`config.mk`:
```
export PLATFORM = sky130hd
export DESIGN_NAME = spi_periph_top
export DESIGN_NICKNAME = d
export VERILOG_FILES = /design/src/logic/spi_periph_pkg.sv /design/src/logic/spi_periph_top.sv /design/src/logic/spi_reply_mux.sv /design/src/logic/spi_mailbox.sv /design/src/logic/spi_reg_bank.sv /design/src/logic/spi_frame_link.sv
export VERILOG_INCLUDE_DIRS = /design/src /design/src/logic
export SDC_FILE = /design/constraint.sdc
export NUM_CORES = 1
export LEC_CHECK = 0
export BUFFER_PORTS_ARGS = -buffer_cell sky130_fd_sc_hd__buf_2
export CAP_MARGIN = 25
export CORE_UTILIZATION = 49
export CTS_CLUSTER_DIAMETER = 50
export CTS_CLUSTER_SIZE = 30
export DETAILED_ROUTE_END_ITERATION = 8
export PLACE_DENSITY_LB_ADDON = 0.15
export SYNTH_ARGS = -nofsm -noshare
export SYNTH_HDL_FRONTEND = slang
export SYNTH_HIERARCHICAL = 1
export SYNTH_SLANG_ARGS = --single-unit
```
`constraint.sdc`:
```
create_clock -name clk -period 4.65 [get_ports clk]
set_clock_uncertainty 0.2 [all_clocks]
set_input_delay 0.93 -clock clk [delete_from_list [all_inputs] [get_ports clk]]
set_output_delay 0.93 -clock clk [all_outputs]
set_load 0.01 [all_outputs]
```
`src/logic/spi_periph_config.svh`:
```
// Size settings for the SPI peripheral: frame length, register bank and mailbox.
// Include wherever one of these sizes is needed.
`ifndef SPI_PERIPH_CONFIG_SVH
`define SPI_PERIPH_CONFIG_SVH

// Opcode byte plus 16-bit data word
`define SPI_FRAME_BITS 24

// Scratch registers, addressed modulo this count
`define REG_COUNT 8

// Mailbox queue entries
`define MBOX_DEPTH 4

// Credits the host grants after reset
`define MBOX_CREDITS 2

`endif
```
`src/logic/spi_periph_pkg.sv`:
```
// Shared types of the SPI peripheral: opcodes, decoded frame, reply word
// and mailbox status, referenced by scoped name.
`default_nettype none

package spi_periph_pkg;

  typedef enum logic [3:0] {
    OP_NOP       = 4'h0,
    OP_WRITE_REG = 4'h1,
    OP_READ_REG  = 4'h2,
    OP_MBOX_PUSH = 4'h3,
    OP_STATUS    = 4'h4
  } spi_op_e;

  // Received frame, MSB first on the wire
  typedef struct packed {
    spi_op_e     op;
    logic [3:0]  addr;
    logic [15:0] data;
  } spi_frame_t;

  typedef struct packed {
    logic [7:0]  echo;  // Opcode byte of the previous frame
    logic [15:0] data;
  } spi_reply_t;

  typedef struct packed {
    logic [3:0] level;
    logic [3:0] credits;
    logic [7:0] dropped;  // Saturates at 255
  } mbox_status_t;

endpackage

`default_nettype wire

```
`src/logic/spi_periph_top.sv`:
```
// SPI target peripheral top: frame link, scratch registers, host mailbox
// and reply mux. SCK must stay below a quarter of clk.
`timescale 1ns/1ns
`default_nettype none

module spi_periph_top (
  input  wire         clk,
  input  wire         reset,
  input  wire         spi_sck,
  input  wire         spi_ss,
  input  wire         spi_mosi,
  input  wire         mbox_credit,
  output logic        spi_miso,
  output logic        mbox_valid,
  output logic [15:0] mbox_data
);

  spi_periph_pkg::spi_frame_t   frame;
  logic                         frame_valid;
  logic [15:0]                  rd_data;
  spi_periph_pkg::mbox_status_t status;
  spi_periph_pkg::spi_reply_t   reply;

  spi_frame_link u_link (
    .clk         (clk),
    .reset       (reset),
    .spi_sck     (spi_sck),
    .spi_ss      (spi_ss),
    .spi_mosi    (spi_mosi),
    .reply       (reply),
    .spi_miso    (spi_miso),
    .frame       (frame),
    .frame_valid (frame_valid)
  );

  spi_reg_bank u_regs (
    .clk         (clk),
    .reset       (reset),
    .frame       (frame),
    .frame_valid (frame_valid),
    .rd_data     (rd_data)
  );

  spi_mailbox u_mbox (
    .clk         (clk),
    .reset       (reset),
    .frame       (frame),
    .frame_valid (frame_valid),
    .mbox_credit (mbox_credit),
    .mbox_valid  (mbox_valid),
    .mbox_data   (mbox_data),
    .status      (status)
  );

  spi_reply_mux u_reply (
    .clk         (clk),
    .reset       (reset),
    .frame       (frame),
    .frame_valid (frame_valid),
    .rd_data     (rd_data),
    .status      (status),
    .reply       (reply)
  );

endmodule

`default_nettype wire

```
`src/logic/spi_reply_mux.sv`:
```
// Builds the reply word for the next frame from the opcode byte and the
// register bank or mailbox result.
`timescale 1ns/1ns
`default_nettype none

module spi_reply_mux (
  input  wire                               clk,
  input  wire                               reset,
  input  wire spi_periph_pkg::spi_frame_t   frame,
  input  wire                               frame_valid,
  input  wire [15:0]                        rd_data,
  input  wire spi_periph_pkg::mbox_status_t status,
  output spi_periph_pkg::spi_reply_t        reply
);

  logic [15:0] data_sel;

  always_comb begin
    case (frame.op)
      spi_periph_pkg::OP_READ_REG: data_sel = rd_data;
      spi_periph_pkg::OP_STATUS:   data_sel = status;
      default:                     data_sel = frame.data;  // Echo written data
    endcase
  end

  // Held until the next complete frame
  always_ff @(posedge clk) begin
    if (reset) begin
      reply <= '0;
    end else if (frame_valid) begin
      reply.echo <= {frame.op, frame.addr};
      reply.data <= data_sel;
    end
  end

endmodule

`default_nettype wire

```
`src/logic/spi_mailbox.sv`:
```
// Master-to-host mailbox: circular queue filled by OP_MBOX_PUSH frames and
// drained toward the host one word per credit.
`timescale 1ns/1ns
`default_nettype none
`include "spi_periph_config.svh"

module spi_mailbox (
  input  wire                               clk,
  input  wire                               reset,
  input  wire spi_periph_pkg::spi_frame_t   frame,
  input  wire                               frame_valid,
  input  wire                               mbox_credit,
  output logic                              mbox_valid,
  output logic [15:0]                       mbox_data,
  output spi_periph_pkg::mbox_status_t      status
);

  localparam int DEPTH = `MBOX_DEPTH;
  localparam int PTR_W = $clog2(DEPTH);
  localparam int LVL_W = $clog2(DEPTH + 1);

  logic [15:0]      mem [DEPTH];
  logic [PTR_W-1:0] wr_ptr;
  logic [PTR_W-1:0] rd_ptr;
  logic [LVL_W-1:0] level;
  logic [3:0]       credits;
  logic [7:0]       dropped;
  logic             push_req;
  logic             push;
  logic             pop;

  function automatic logic [PTR_W-1:0] next_ptr(input logic [PTR_W-1:0] ptr);
    next_ptr = (ptr == PTR_W'(DEPTH - 1)) ? '0 : ptr + 1'b1;
  endfunction

  assign push_req = frame_valid && (frame.op == spi_periph_pkg::OP_MBOX_PUSH);
  assign push     = push_req && (level != LVL_W'(DEPTH));
  assign pop      = (level != '0) && (credits != '0);  // Host must hold a credit

  assign status = '{level: 4'(level), credits: credits, dropped: dropped};

  always_ff @(posedge clk) begin
    if (reset) begin
      wr_ptr     <= '0;
      rd_ptr     <= '0;
      level      <= '0;
      credits    <= 4'(`MBOX_CREDITS);
      dropped    <= '0;
      mbox_valid <= 1'b0;
    end else begin
      mbox_valid <= pop;
      if (push) begin
        wr_ptr <= next_ptr(wr_ptr);
      end
      if (pop) begin
        rd_ptr <= next_ptr(rd_ptr);
      end
      if (push_req && !push && dropped != 8'hff) begin
        dropped <= dropped + 8'd1;
      end
      case ({push, pop})
        2'b10:   level <= level + 1'b1;
        2'b01:   level <= level - 1'b1;
        default: ;
      endcase
      case ({pop, mbox_credit})
        2'b10:   credits <= credits - 4'd1;
        2'b01:   credits <= credits + 4'd1;
        default: ;
      endcase
    end
  end

  always_ff @(posedge clk) begin
    if (push) begin
      mem[wr_ptr] <= frame.data;
    end
    if (pop) begin
      mbox_data <= mem[rd_ptr];
    end
  end

endmodule

`default_nettype wire

```
`src/logic/spi_reg_bank.sv`:
```
// Scratch register bank. OP_WRITE_REG frames write it; the register at the
// frame address is always presented on rd_data.
`timescale 1ns/1ns
`default_nettype none
`include "spi_periph_config.svh"

module spi_reg_bank (
  input  wire                             clk,
  input  wire                             reset,
  input  wire spi_periph_pkg::spi_frame_t frame,
  input  wire                             frame_valid,
  output logic [15:0]                     rd_data
);

  localparam int AW = $clog2(`REG_COUNT);

  logic [15:0]   regs [`REG_COUNT];
  logic [AW-1:0] idx;
  logic          wr_en;

  // Upper address bits alias
  assign idx   = frame.addr[AW-1:0];
  assign wr_en = frame_valid && (frame.op == spi_periph_pkg::OP_WRITE_REG);

  assign rd_data = regs[idx];

  always_ff @(posedge clk) begin
    if (reset) begin
      for (int i = 0; i < `REG_COUNT; i++) begin
        regs[i] <= '0;
      end
    end else if (wr_en) begin
      regs[idx] <= frame.data;
    end
  end

endmodule

`default_nettype wire

```
`src/logic/spi_frame_link.sv`:
```
// SPI mode 0 target link: synchronizes the pins, assembles 24-bit frames
// and shifts the reply word out on MISO during the next frame.
`timescale 1ns/1ns
`default_nettype none
`include "spi_periph_config.svh"

module spi_frame_link (
  input  wire                        clk,
  input  wire                        reset,
  input  wire                        spi_sck,
  input  wire                        spi_ss,
  input  wire                        spi_mosi,
  input  wire spi_periph_pkg::spi_reply_t reply,
  output logic                       spi_miso,
  output spi_periph_pkg::spi_frame_t frame,
  output logic                       frame_valid
);

  localparam int FB    = `SPI_FRAME_BITS;
  localparam int CNT_W = $clog2(FB + 1) + 1;

  logic [2:0]       sck_sync;  // Two sync stages plus edge history
  logic [2:0]       ss_sync;
  logic [1:0]       mosi_sync;
  logic [CNT_W-1:0] bit_cnt;
  logic [FB-1:0]    rx_shift;
  logic [FB-1:0]    tx_shift;

  logic sck_rise;
  logic sck_fall;
  logic ss_rise;
  logic ss_fall;
  logic ss_low;

  assign sck_rise = sck_sync[1] & ~sck_sync[2];
  assign sck_fall = ~sck_sync[1] & sck_sync[2];
  assign ss_rise  = ss_sync[1] & ~ss_sync[2];
  assign ss_fall  = ~ss_sync[1] & ss_sync[2];
  assign ss_low   = ~ss_sync[1];

  assign spi_miso = tx_shift[FB-1];

  always_ff @(posedge clk) begin
    if (reset) begin
      sck_sync    <= '0;
      ss_sync     <= '1;  // Idle deselected
      mosi_sync   <= '0;
      bit_cnt     <= '0;
      tx_shift    <= '0;
      frame_valid <= 1'b0;
    end else begin
      sck_sync    <= {sck_sync[1:0], spi_sck};
      ss_sync     <= {ss_sync[1:0], spi_ss};
      mosi_sync   <= {mosi_sync[0], spi_mosi};
      frame_valid <= 1'b0;

      if (ss_fall) begin
        bit_cnt  <= '0;
        tx_shift <= reply;  // Reply of the previous frame
      end else if (ss_low) begin
        if (sck_rise && bit_cnt != '1) begin
          bit_cnt <= bit_cnt + 1'b1;  // Saturates on overlong frames
        end
        if (sck_fall) begin
          tx_shift <= {tx_shift[FB-2:0], 1'b0};
        end
      end

      // Only complete frames reach the consumers
      if (ss_rise) begin
        frame_valid <= (bit_cnt == CNT_W'(FB));
      end
    end
  end

  always_ff @(posedge clk) begin
    if (ss_low && sck_rise) begin
      rx_shift <= {rx_shift[FB-2:0], mosi_sync[1]};
    end
    if (ss_rise) begin
      frame <= spi_periph_pkg::spi_frame_t'(rx_shift);
    end
  end

endmodule

`default_nettype wire

```
==> impl_metrics.csv, run 1 <==
group,metric,value,unit
clock_tree,clock-sinks,339,
worst_setup_path,critical_path_arrival,3390,ps
worst_setup_path,reg2reg_slack,1490,ps
synth,ys_ff_latch,339,
worst_setup_path,crit_path_start_kind,"register",
sta,slew_headroom,29.3,%
global_routing,grt_pass1_wl,46.9,mm
sta,tns,0,ps
synth,synth_edf_count,256,
finish,final_cell_mix,"edfxtp_1, nor2_1, nand2_1, dfxtp_1, clkbuf_16",
worst_setup_path,crit_path_end_kind,"register",
synth,ys_async_sr_fraction,0,%
worst_hold_path,min-delay-start,"u_link/ss_sync[0]",
worst_hold_path,hold_end,"u_link/ss_sync[1]",
drt,vias,7933,
run_status,status,"complete, no violations",
drt,drt-pass1-iter-count,5,
synth,seq_area_frac_synth,66.4,%
finish,regArea,0.00935,mm²
die,rows,61,
finish,final_util,56.1,%
sta,layout_setup_ws,1490,ps
synth,synthCells,979,
drt,drc,0,
global_routing,grt_remaining_overflow,0,
worst_setup_path,crit_fanout,18,
sta,rsz0062_at_grt,"no",
drt,drtIter0Drc,665,
clock_tree,cts_max_level,2,
finish,drive_above_1_share,18.2,%
global_routing,grt_antenna_before_repair,0,
clock_tree,cts_tree,"done",
clock_tree,cts_hold_buf,0,
worst_setup_path,timing.rr.start,"u_mbox/level[0]",
power,leakage,5.34,nW
synth,yosysTopAreaCell,"edfxtp_1",
synth,synth.area.top_cells,"edfxtp_1, dfxtp_1, nor2_1, mux4_1, mux4_2",
worst_hold_path,holdPathStages,1,
sta,worst_pin_slew,1060,ps
worst_setup_path,r2r-end,"u_mbox/level[2]",
clock_tree,cts_setup_buffers,0,
placement,gp_congestion,0.769,
finish,area_growth,11.6,%
finish,design_area,0.0157,mm²
power,p_per_area,446,mW/mm²
global_routing,grt_max_degree,72,
die,die_x,172,µm
sta,period_minus_slack,3160,ps
placement,dp_slack,1310,ps
sta,fin_crit_sh,68.1,%
synth,syn-num-nets,999,
placement,port_buffers,23,
sta,timing.fmax,316,MHz
clock_tree,root_buffer,"clkbuf_16",
synth,synth_area,0.0141,mm²
job,cap_violations,0,
sta,finalHoldViolCount,0,
clock_tree,cts_made_buffers,35,
worst_setup_path,criticalPathCategory,"register to register",
clock_tree,clk_pin_slew,70,ps
finish,finalNetCount,1022,
drt,routed_wl,30.5,mm
drt,route.antenna.remaining_nets,0,
synth,synth_top_area_share,54.6,%
die,die-height,172,µm
drt,wl_per_cell,21.7,µm
worst_hold_path,hold_class,"register to register",
finish,diodes,0,
die,core_region_area,0.0280,mm²
clock_tree,cts_resized,0,
synth,synth_ff_type,"edfxtp_1",
sta,finalMaxSlewViolations,0,
die,dieArea,0.0294,mm²
finish,multi_input_comb_area,0.00436,mm²
synth,yosys_warnings,6,
die,start_util,50.3,%
finish,final_common_cell,"edfxtp_1",
placement,place_area,0.0145,mm²
die,pin_count,24,
global_routing,grt_pass1_vias,7855,
synth,syn_avg_cell_area,14.4,µm²
global_routing,grt_use_total,21.7,%
clock_tree,cts_buffer_depth,3,
worst_setup_path,critPathLaunch,"u_mbox/level[0]",
worst_setup_path,rr_worst_depth,8,
sta,setup-violations-final,0,
clock_tree,clock_latency,520,ps
drt,viasPerCell,5.65,
finish,nFillCells,2252,
placement,hpwl,19.2,mm
power,vdd_drop_max,210,µV
synth,ys_types,61,
worst_setup_path,required,4880,ps
[per-layer routing]
metal,vias to the layer above,share of wire (%),GRT usage (%)
li1,3696,-,-
met1,4002,45,30.6
met2,190,48,35.1
met3,45,4.8,3.31
met4,0,1.9,5.82
met5,-,0,0
[cells in the mapped netlist (all sizes together) (5+ instances only)]
cell,instances
or2,5
nor4b,6
buf,37
mux2i,34
and2,5
a211oi,25
inv,16
a21oi,19
mux4,47
a41oi,16
o21ai,19
ha,12
nor2,176
dfxtp,83
o21bai,24
or3,6
nor2b,12
nand2,94
nand3,7
clkbuf,21
mux2,10
edfxtp,256
and3,5
[cells by family (layout without fill, tap and decap cells)]
family          after synthesis  count (layout)  share of synthesized area, %
other cells                   1               1                        0.0266
xor+xnor                      6               6                         0.426
buf+inv                      75             123                          2.82
flops                       339             339                          66.4
mux                          91              91                          11.3
fa+ha+maj                    14              14                          1.35
simple gates                335             335                          10.9
compound gates              118             118                          6.74
[report_power, final]
group          switching (mW)  leakage (nW)  internal, mW
sequential              0.111          3.15          3.43
combinational           0.362          1.61         0.271
clock                    1.22         0.576          1.63
[registers in the layout (all words and copies together), names as in the netlist, 4 cells and up]
signal	flops
u_link/frame	24
u_link/rx_shift	24
u_mbox/mem	64
u_link/tx_shift	24
u_mbox/dropped	8
u_regs/regs	128
u_mbox/credits	4
u_mbox/mbox_data	16
u_reply/reply	24
u_link/bit_cnt	6
[worst max-delay path, cell delays in order (launching register included)]
cell     delay (ps)
dfxtp_1         410
o31ai_1         740
inv_1           580
ha_1            380
inv_1            70
fa_1            180
xor2_1           80
or3_1           310
a21oi_1         140
[worst max path at each step]
| stage | endpoint | slack, ps | cells after the start |
|---|---|---|---|
| 3_5_place_dp | u_regs/regs[1][4] | 1310 | 6 |
| 6_report | u_mbox/level[2] | 1490 | 8 |
| 2_1_floorplan | u_regs/regs[1][0] | 1830 | 4 |
| 4_1_cts | u_mbox/level[2] | 1530 | 8 |
| 3_3_place_gp | u_regs/regs[5][8] | 1320 | 5 |
| 5_1_grt | u_mbox/level[2] | 1260 | 8 |
[area by class of cell]
type | instances | share of cell area (%)
Sequential cell | 339 | 59.5
Multi-Input combinational cell | 565 | 27.8
Clock buffer | 37 | 5.76
Tap cell | 378 | 3.01
Timing Repair Buffer | 45 | 1.91
Clock inverter | 25 | 1.70
Inverter | 16 | 0.382
[metrics by stage]
step | instances | total power, mW | hold WS (ps)
6_report | 1405 | 7.02 | 215
5_1_grt | 1405 | 7.31 | 227
4_1_cts | 1405 | 7.10 | 223
3_5_place_dp | 1343 | 4.25 | 204
3_3_place_gp | 1341 | 4.23 | 192
2_1_floorplan | 979 | 4.03 | 186
Note: power is estimated with default switching activity, not from simulation.
==> run 2, diff against run 1 <==
==> constraint.sdc (replaced) <==
create_clock -name clk -period 3.2 [get_ports clk]
set_clock_uncertainty 0.2 [all_clocks]
set_input_delay 0.64 -clock clk [delete_from_list [all_inputs] [get_ports clk]]
set_output_delay 0.64 -clock clk [all_outputs]
set_load 0.01 [all_outputs]
==> run 2 against run 1 <==
  * Setup slack worse by 1200 ps
  * Combinational power is 55% higher
  * Cell area is 1.8% higher
  * Via count is 2.2% higher
==> impl_metrics.csv, run 2 (same netlist as run 1, synthesis figures left out) <==
group,metric,value,unit
finish,regMostFlops,"u_regs/regs",
drt,drc,0,
finish,final_cell_mix,"edfxtp_1, nor2_1, nand2_1, dfxtp_1, buf_4",
finish,drive_above_1_share,20.2,%
sta,period_minus_slack,2910,ps
worst_setup_path,critical_path.most_common_cell,"ha_1",
worst_setup_path,rr_worst_depth,9,
die,pin_count,24,
clock_tree,cts_buffer_depth,3,
placement,port_buffers,23,
drt,drt-pass1-iter-count,7,
clock_tree,clock-sinks,339,
worst_setup_path,crit_fanout,6,
global_routing,grt_antenna_before_repair,0,
drt,wl_per_cell,20.7,µm
global_routing,grt_pass1_wl,46.3,mm
drt,vias,8106,
clock_tree,cts_resized,0,
sta,setup-violations-final,0,
clock_tree,root_buffer,"clkbuf_16",
job,cap_violations,0,
power,p_per_area,650,mW/mm²
worst_setup_path,required,3400,ps
sta,worst_pin_slew,915,ps
finish,diodes,0,
sta,tns,0,ps
global_routing,busiest_layer,"met2",
worst_setup_path,critical_path_arrival,3110,ps
sta,timing.fmax,343,MHz
sta,finalMaxSlewViolations,0,
die,dieArea,0.0294,mm²
clock_tree,cts_max_level,2,
global_routing,grt_use_total,21.1,%
clock_tree,clk_pin_slew,70,ps
power,finalPower,10.4,mW
clock_tree,cts_hold_buf,0,
worst_setup_path,crit_path_start_kind,"register",
run_status,status,"complete, no violations",
drt,drtIter0Drc,579,
die,core_region_area,0.0280,mm²
placement,hpwl,18.9,mm
worst_setup_path,crit_path_top_delay_cell,"or4_1",
global_routing,use_met2,34.1,%
global_routing,grt_remaining_overflow,0,
global_routing,use_met1,29.0,%
worst_setup_path,critPathLaunch,"u_mbox/credits[0]",
worst_setup_path,reg2reg_slack,290,ps
worst_setup_path,r2r-end,"u_mbox/credits[3]",
placement,place_area,0.0148,mm²
sta,layout_setup_ws,289,ps
die,die_x,172,µm
clock_tree,cts_setup_buffers,0,
worst_setup_path,timing.rr.start,"u_mbox/credits[0]",
finish,largest_reg_flops,128,
die,start_util,50.3,%
global_routing,grt_pass1_vias,7960,
worst_setup_path,max_stage_delay,520,ps
global_routing,met3_usage,3.54,%
worst_setup_path,crit_path_end_kind,"register",
die,rows,61,
placement,dpl.cell_count,1369,
finish,finalNetCount,1048,
sta,finalHoldViolCount,0,
sta,slew_headroom,38.9,%
power,leakage,5.51,nW
worst_hold_path,hold_class,"input port to register",
finish,final_common_cell,"edfxtp_1",
worst_setup_path,criticalPathCategory,"register to register",
drt,routed_wl,29.7,mm
sta,rsz0062_at_grt,"no",
die,die-height,172,µm
worst_setup_path,cp-endpoint,"u_mbox/credits[3]",
finish,design_area,0.0160,mm²
clock_tree,clock_latency,510,ps
global_routing,grt_max_degree,88,
clock_tree,cts_tree,"done",
worst_setup_path,crit_path_cell_trace,"or4_1, o31ai_1, ha_1, inv_1, ha_1, a21oi_1, a211oi_1, a31oi_1, mux2_2",
power,vdd_drop_max,290,µV
finish,area_growth,13.6,%
finish,largestRegisters,"u_regs/regs x128, u_mbox/mem x64",
placement,dp_slack,314,ps
finish,fin_cells,1432,
clock_tree,cts_made_buffers,35,
placement,gp_congestion,0.767,
drt,viasPerCell,5.66,
drt,route.antenna.remaining_nets,0,
sta,fin_crit_sh,91.0,%
==> run 2: worst min-delay path by stage <==
stage / start / to / slack (ps) / cells past startpoint
2_1_floorplan: u_link/mosi_sync[1] / u_link/rx_shift[0] / 190 / 0
3_3_place_gp: u_link/mosi_sync[1] / u_link/rx_shift[0] / 190 / 0
3_5_place_dp: u_link/mosi_sync[1] / u_link/rx_shift[0] / 190 / 0
4_1_cts: spi_ss / u_link/ss_sync[0] / 90 / 2
5_1_grt: spi_ss / u_link/ss_sync[0] / 110 / 2
6_report: spi_ss / u_link/ss_sync[0] / 110 / 2
==> run 2: worst max-delay path: cells and delay by family, from the launching register on <==
family	cells	cell delay, ps
adders and majority gates	2	620
DFF	1	370
buffers and inverters	1	100
AOI/OAI and AO/OA	4	650
muxes	1	340
and+or+nand+nor	1	520
==> run 2: metal layers <==
layer / vias to the layer above / part of all wire [%] / wire, µm
met1: 4107 / 45 / 13400
met2: 193 / 47 / 14100
met3: 50 / 4.9 / 1460
met5: - / 0 / 0
li1: 3756 / - / -
met4: 0 / 2.6 / 767
==> run 2: area by class of cell <==
cell class / count / area [µm²]
multi-input cells: 565 / 4360
flip-flops and latches: 339 / 9350
inverters: 16 / 60.1
well taps: 378 / 473
repair buffers: 71 / 513
clock buffers: 40 / 968
fillers: 2248 / 12000
clock inverters: 23 / 275
==> run 2: power by group <==
group / internal, mW / total, mW / leakage (nW) / switching, mW
clock: 2.56 / 4.31 / 0.610 / 1.76
sequential: 4.98 / 5.11 / 3.15 / 0.126
combinational: 0.428 / 0.981 / 1.75 / 0.553
==> run 2: through the flow <==
step	hold slack, ps	util, %
2_1_floorplan	186	-
3_3_place_gp	187	52.7
3_5_place_dp	190	52.7
4_1_cts	85.7	57.1
5_1_grt	106	57.1
6_report	110	57.1
==> run 3, diff against run 2 <==
--- a/config.mk
+++ b/config.mk
@@ -8,6 +8,7 @@
 export LEC_CHECK = 0
 export BUFFER_PORTS_ARGS = -buffer_cell sky130_fd_sc_hd__buf_2
 export CAP_MARGIN = 25
+export CORE_MARGIN = 5
 export CORE_UTILIZATION = 49
 export CTS_CLUSTER_DIAMETER = 50
 export CTS_CLUSTER_SIZE = 30
==> run 3 against run 2 <==
  * Core utilization decreased by 1.0 points
  * Flip-flop and latch count is the same
  * Routed wire length up 0.53%
  * Clock power about the same
  * Die area is 9.5% higher
  * Global-route usage is 2.6 points lower
  * Hold slack improved by 18 ps
  * Critical path depth unchanged
  * Setup slack worse by 32 ps
  * Power about the same
  * Fmax decreased by 1.1%
  * Non-clock buffer count increased by 2
  * Highest routed layer unchanged
==> impl_metrics.csv, run 3 (same netlist as run 1, synthesis figures left out) <==
group,metric,value,unit
run_status,status,"complete, no violations",
power,seqPwrFrac,49.0,%
worst_setup_path,crit_path_cell_trace,"or4_1, o31ai_1, ha_1, inv_1, ha_1, a21oi_1, a211oi_1, a31oi_1, mux2_2",
global_routing,grt_pass1_wl,47.1,mm
worst_setup_path,max_stage_delay,530,ps
worst_setup_path,critical_path_arrival,3150,ps
finish,fin_cells,1440,
drt,routed_wl,29.8,mm
power,switchingPower,2.51,mW
drt,drt-pass1-iter-count,5,
global_routing,grt_antenna_before_repair,0,
worst_setup_path,crit_path_end_kind,"register",
worst_setup_path,crit_path_start_kind,"register",
drt,drtIter0Drc,622,
clock_tree,cts_made_buffers,35,
placement,place_area,0.0148,mm²
die,rows,62,
clock_tree,cts_max_level,2,
worst_setup_path,criticalPathCategory,"register to register",
power,p_per_area,649,mW/mm²
power,vdd_drop_max,339,µV
sta,worst_pin_slew,970,ps
finish,final_common_cell,"edfxtp_1",
worst_setup_path,path_buf_inv,1,
finish,largestRegisters,"u_regs/regs x128, u_mbox/mem x64",
clock_tree,root_buffer,"clkbuf_16",
global_routing,use_met1,25.7,%
finish,drive_above_1_share,20.3,%
placement,dpl.cell_count,1377,
die,dieArea,0.0322,mm²
sta,period_minus_slack,2940,ps
global_routing,busiest_layer,"met2",
power,clkPwrFrac,41.5,%
clock_tree,clk_pin_slew,70,ps
sta,slew_headroom,35.0,%
die,start_util,49.3,%
finish,area_growth,13.7,%
sta,finalMaxSlewViolations,0,
die,core_region_area,0.0285,mm²
finish,diodes,0,
drt,viasPerCell,5.55,
clock_tree,cts_setup_buffers,0,
global_routing,grt_pass1_vias,8046,
sta,rsz0062_at_grt,"no",
sta,fin_crit_sh,92.0,%
job,cap_violations,0,
placement,port_buffers,23,
global_routing,grt_use_total,18.4,%
finish,largest_reg_flops,128,
placement,hpwl,19.4,mm
drt,wl_per_cell,20.7,µm
placement,gp_congestion,0.785,
global_routing,grt_remaining_overflow,0,
global_routing,use_met2,29.9,%
power,leakage,5.50,nW
drt,route.antenna.remaining_nets,0,
worst_setup_path,crit_fanout,6,
finish,design_area,0.0160,mm²
clock_tree,cts_tree,"done",
clock_tree,cts_buffer_depth,3,
drt,vias,7989,
finish,final_cell_mix,"edfxtp_1, nor2_1, nand2_1, dfxtp_1, buf_4",
power,comb_power_share,9.5,%
sta,setup-violations-final,0,
global_routing,met3_usage,3.60,%
power,swShare,24.2,%
die,pin_count,24,
clock_tree,clock-sinks,339,
power,finalPower,10.4,mW
worst_setup_path,crit_family,"compound AO/OA/AOI/OAI gates",
drt,drc,0,
die,die_x,180,µm
finish,nFillCells,2345,
worst_hold_path,hold_class,"input port to register",
clock_tree,clock_latency,510,ps
global_routing,grt_max_degree,52,
power,intPower,7.88,mW
clock_tree,cts_resized,0,
worst_setup_path,critical_path.most_common_cell,"ha_1",
worst_setup_path,required,3400,ps
finish,regMostFlops,"u_regs/regs",
sta,finalHoldViolCount,0,
sta,tns,0,ps
die,die-height,180,µm
clock_tree,cts_hold_buf,0,
worst_setup_path,crit_path_top_delay_cell,"or4_1",
sta,timing.fmax,340,MHz
finish,finalNetCount,1050,
[run 3: cell count changes in the layout (fill, tap and decap cells not counted), sizes merged]
cell      change
bufinv        -1
clkbuf        -1
clkinvlp      +1
inv           -3
buf           +2
clkinv        +4
[run 3: worst register-to-register path, stage by stage, from the launching register on]
cell,delay (ps)
dfxtp_1,380
or4_1,530
o31ai_1,180
ha_1,290
inv_1,100
ha_1,330
a21oi_1,190
a211oi_1,110
a31oi_1,190
mux2_2,350
[run 3: layer usage]
layer	share of wire (%)	vias up
li1	-	3766
met1	45	4007
met5	0	-
met3	5.0	44
met2	47	172
met4	2.2	0
[run 3: path summary, 6_finish.rpt]
check	startpoint	end	slack, ps	cells past startpoint
worst min-delay path	spi_ss	u_link/ss_sync[0]	130	2
worst max-delay path	u_mbox/credits[0]	u_mbox/credits[3]	260	9
worst min register to register	u_link/ss_sync[0]	u_link/ss_sync[1]	210	1
worst max register to register	u_mbox/credits[0]	u_mbox/credits[3]	260	9
[run 3: per-stage QoR]
| step | hold slack, ps | utilization, % | setup slack, ps |
|---|---|---|---|
| final | 129 | 56.1 | 257 |
| after global routing | 117 | 56.1 | 105 |
| after CTS | 109 | 56.1 | 258 |
| after detailed placement | 193 | 51.7 | 288 |
| after global placement | 191 | 51.7 | 338 |
| after floorplan | 186 | - | 506 |
[run 3: layout make-up]
cell class | instances | area, µm² | share of cell area (%)
Timing Repair Buffer | 73 | 503 | 3.14
Sequential cell | 339 | 9350 | 58.4
Inverter | 16 | 60.1 | 0.375
Clock inverter | 24 | 323 | 2.02
Tap cell | 384 | 480 | 3.00
Clock buffer | 39 | 943 | 5.89
Multi-Input combinational cell | 565 | 4360 | 27.2
[run 3: power groups by stage]
stage / logic [mW] / clock network (mW) / registers, mW
2_1_floorplan: 0.624 / 0 / 5.23
5_1_grt: 1.10 / 4.60 / 5.12
3_3_place_gp: 0.985 / 0 / 5.19
4_1_cts: 1.01 / 4.41 / 5.10
3_5_place_dp: 0.999 / 0 / 5.20
6_report: 0.988 / 4.31 / 5.10
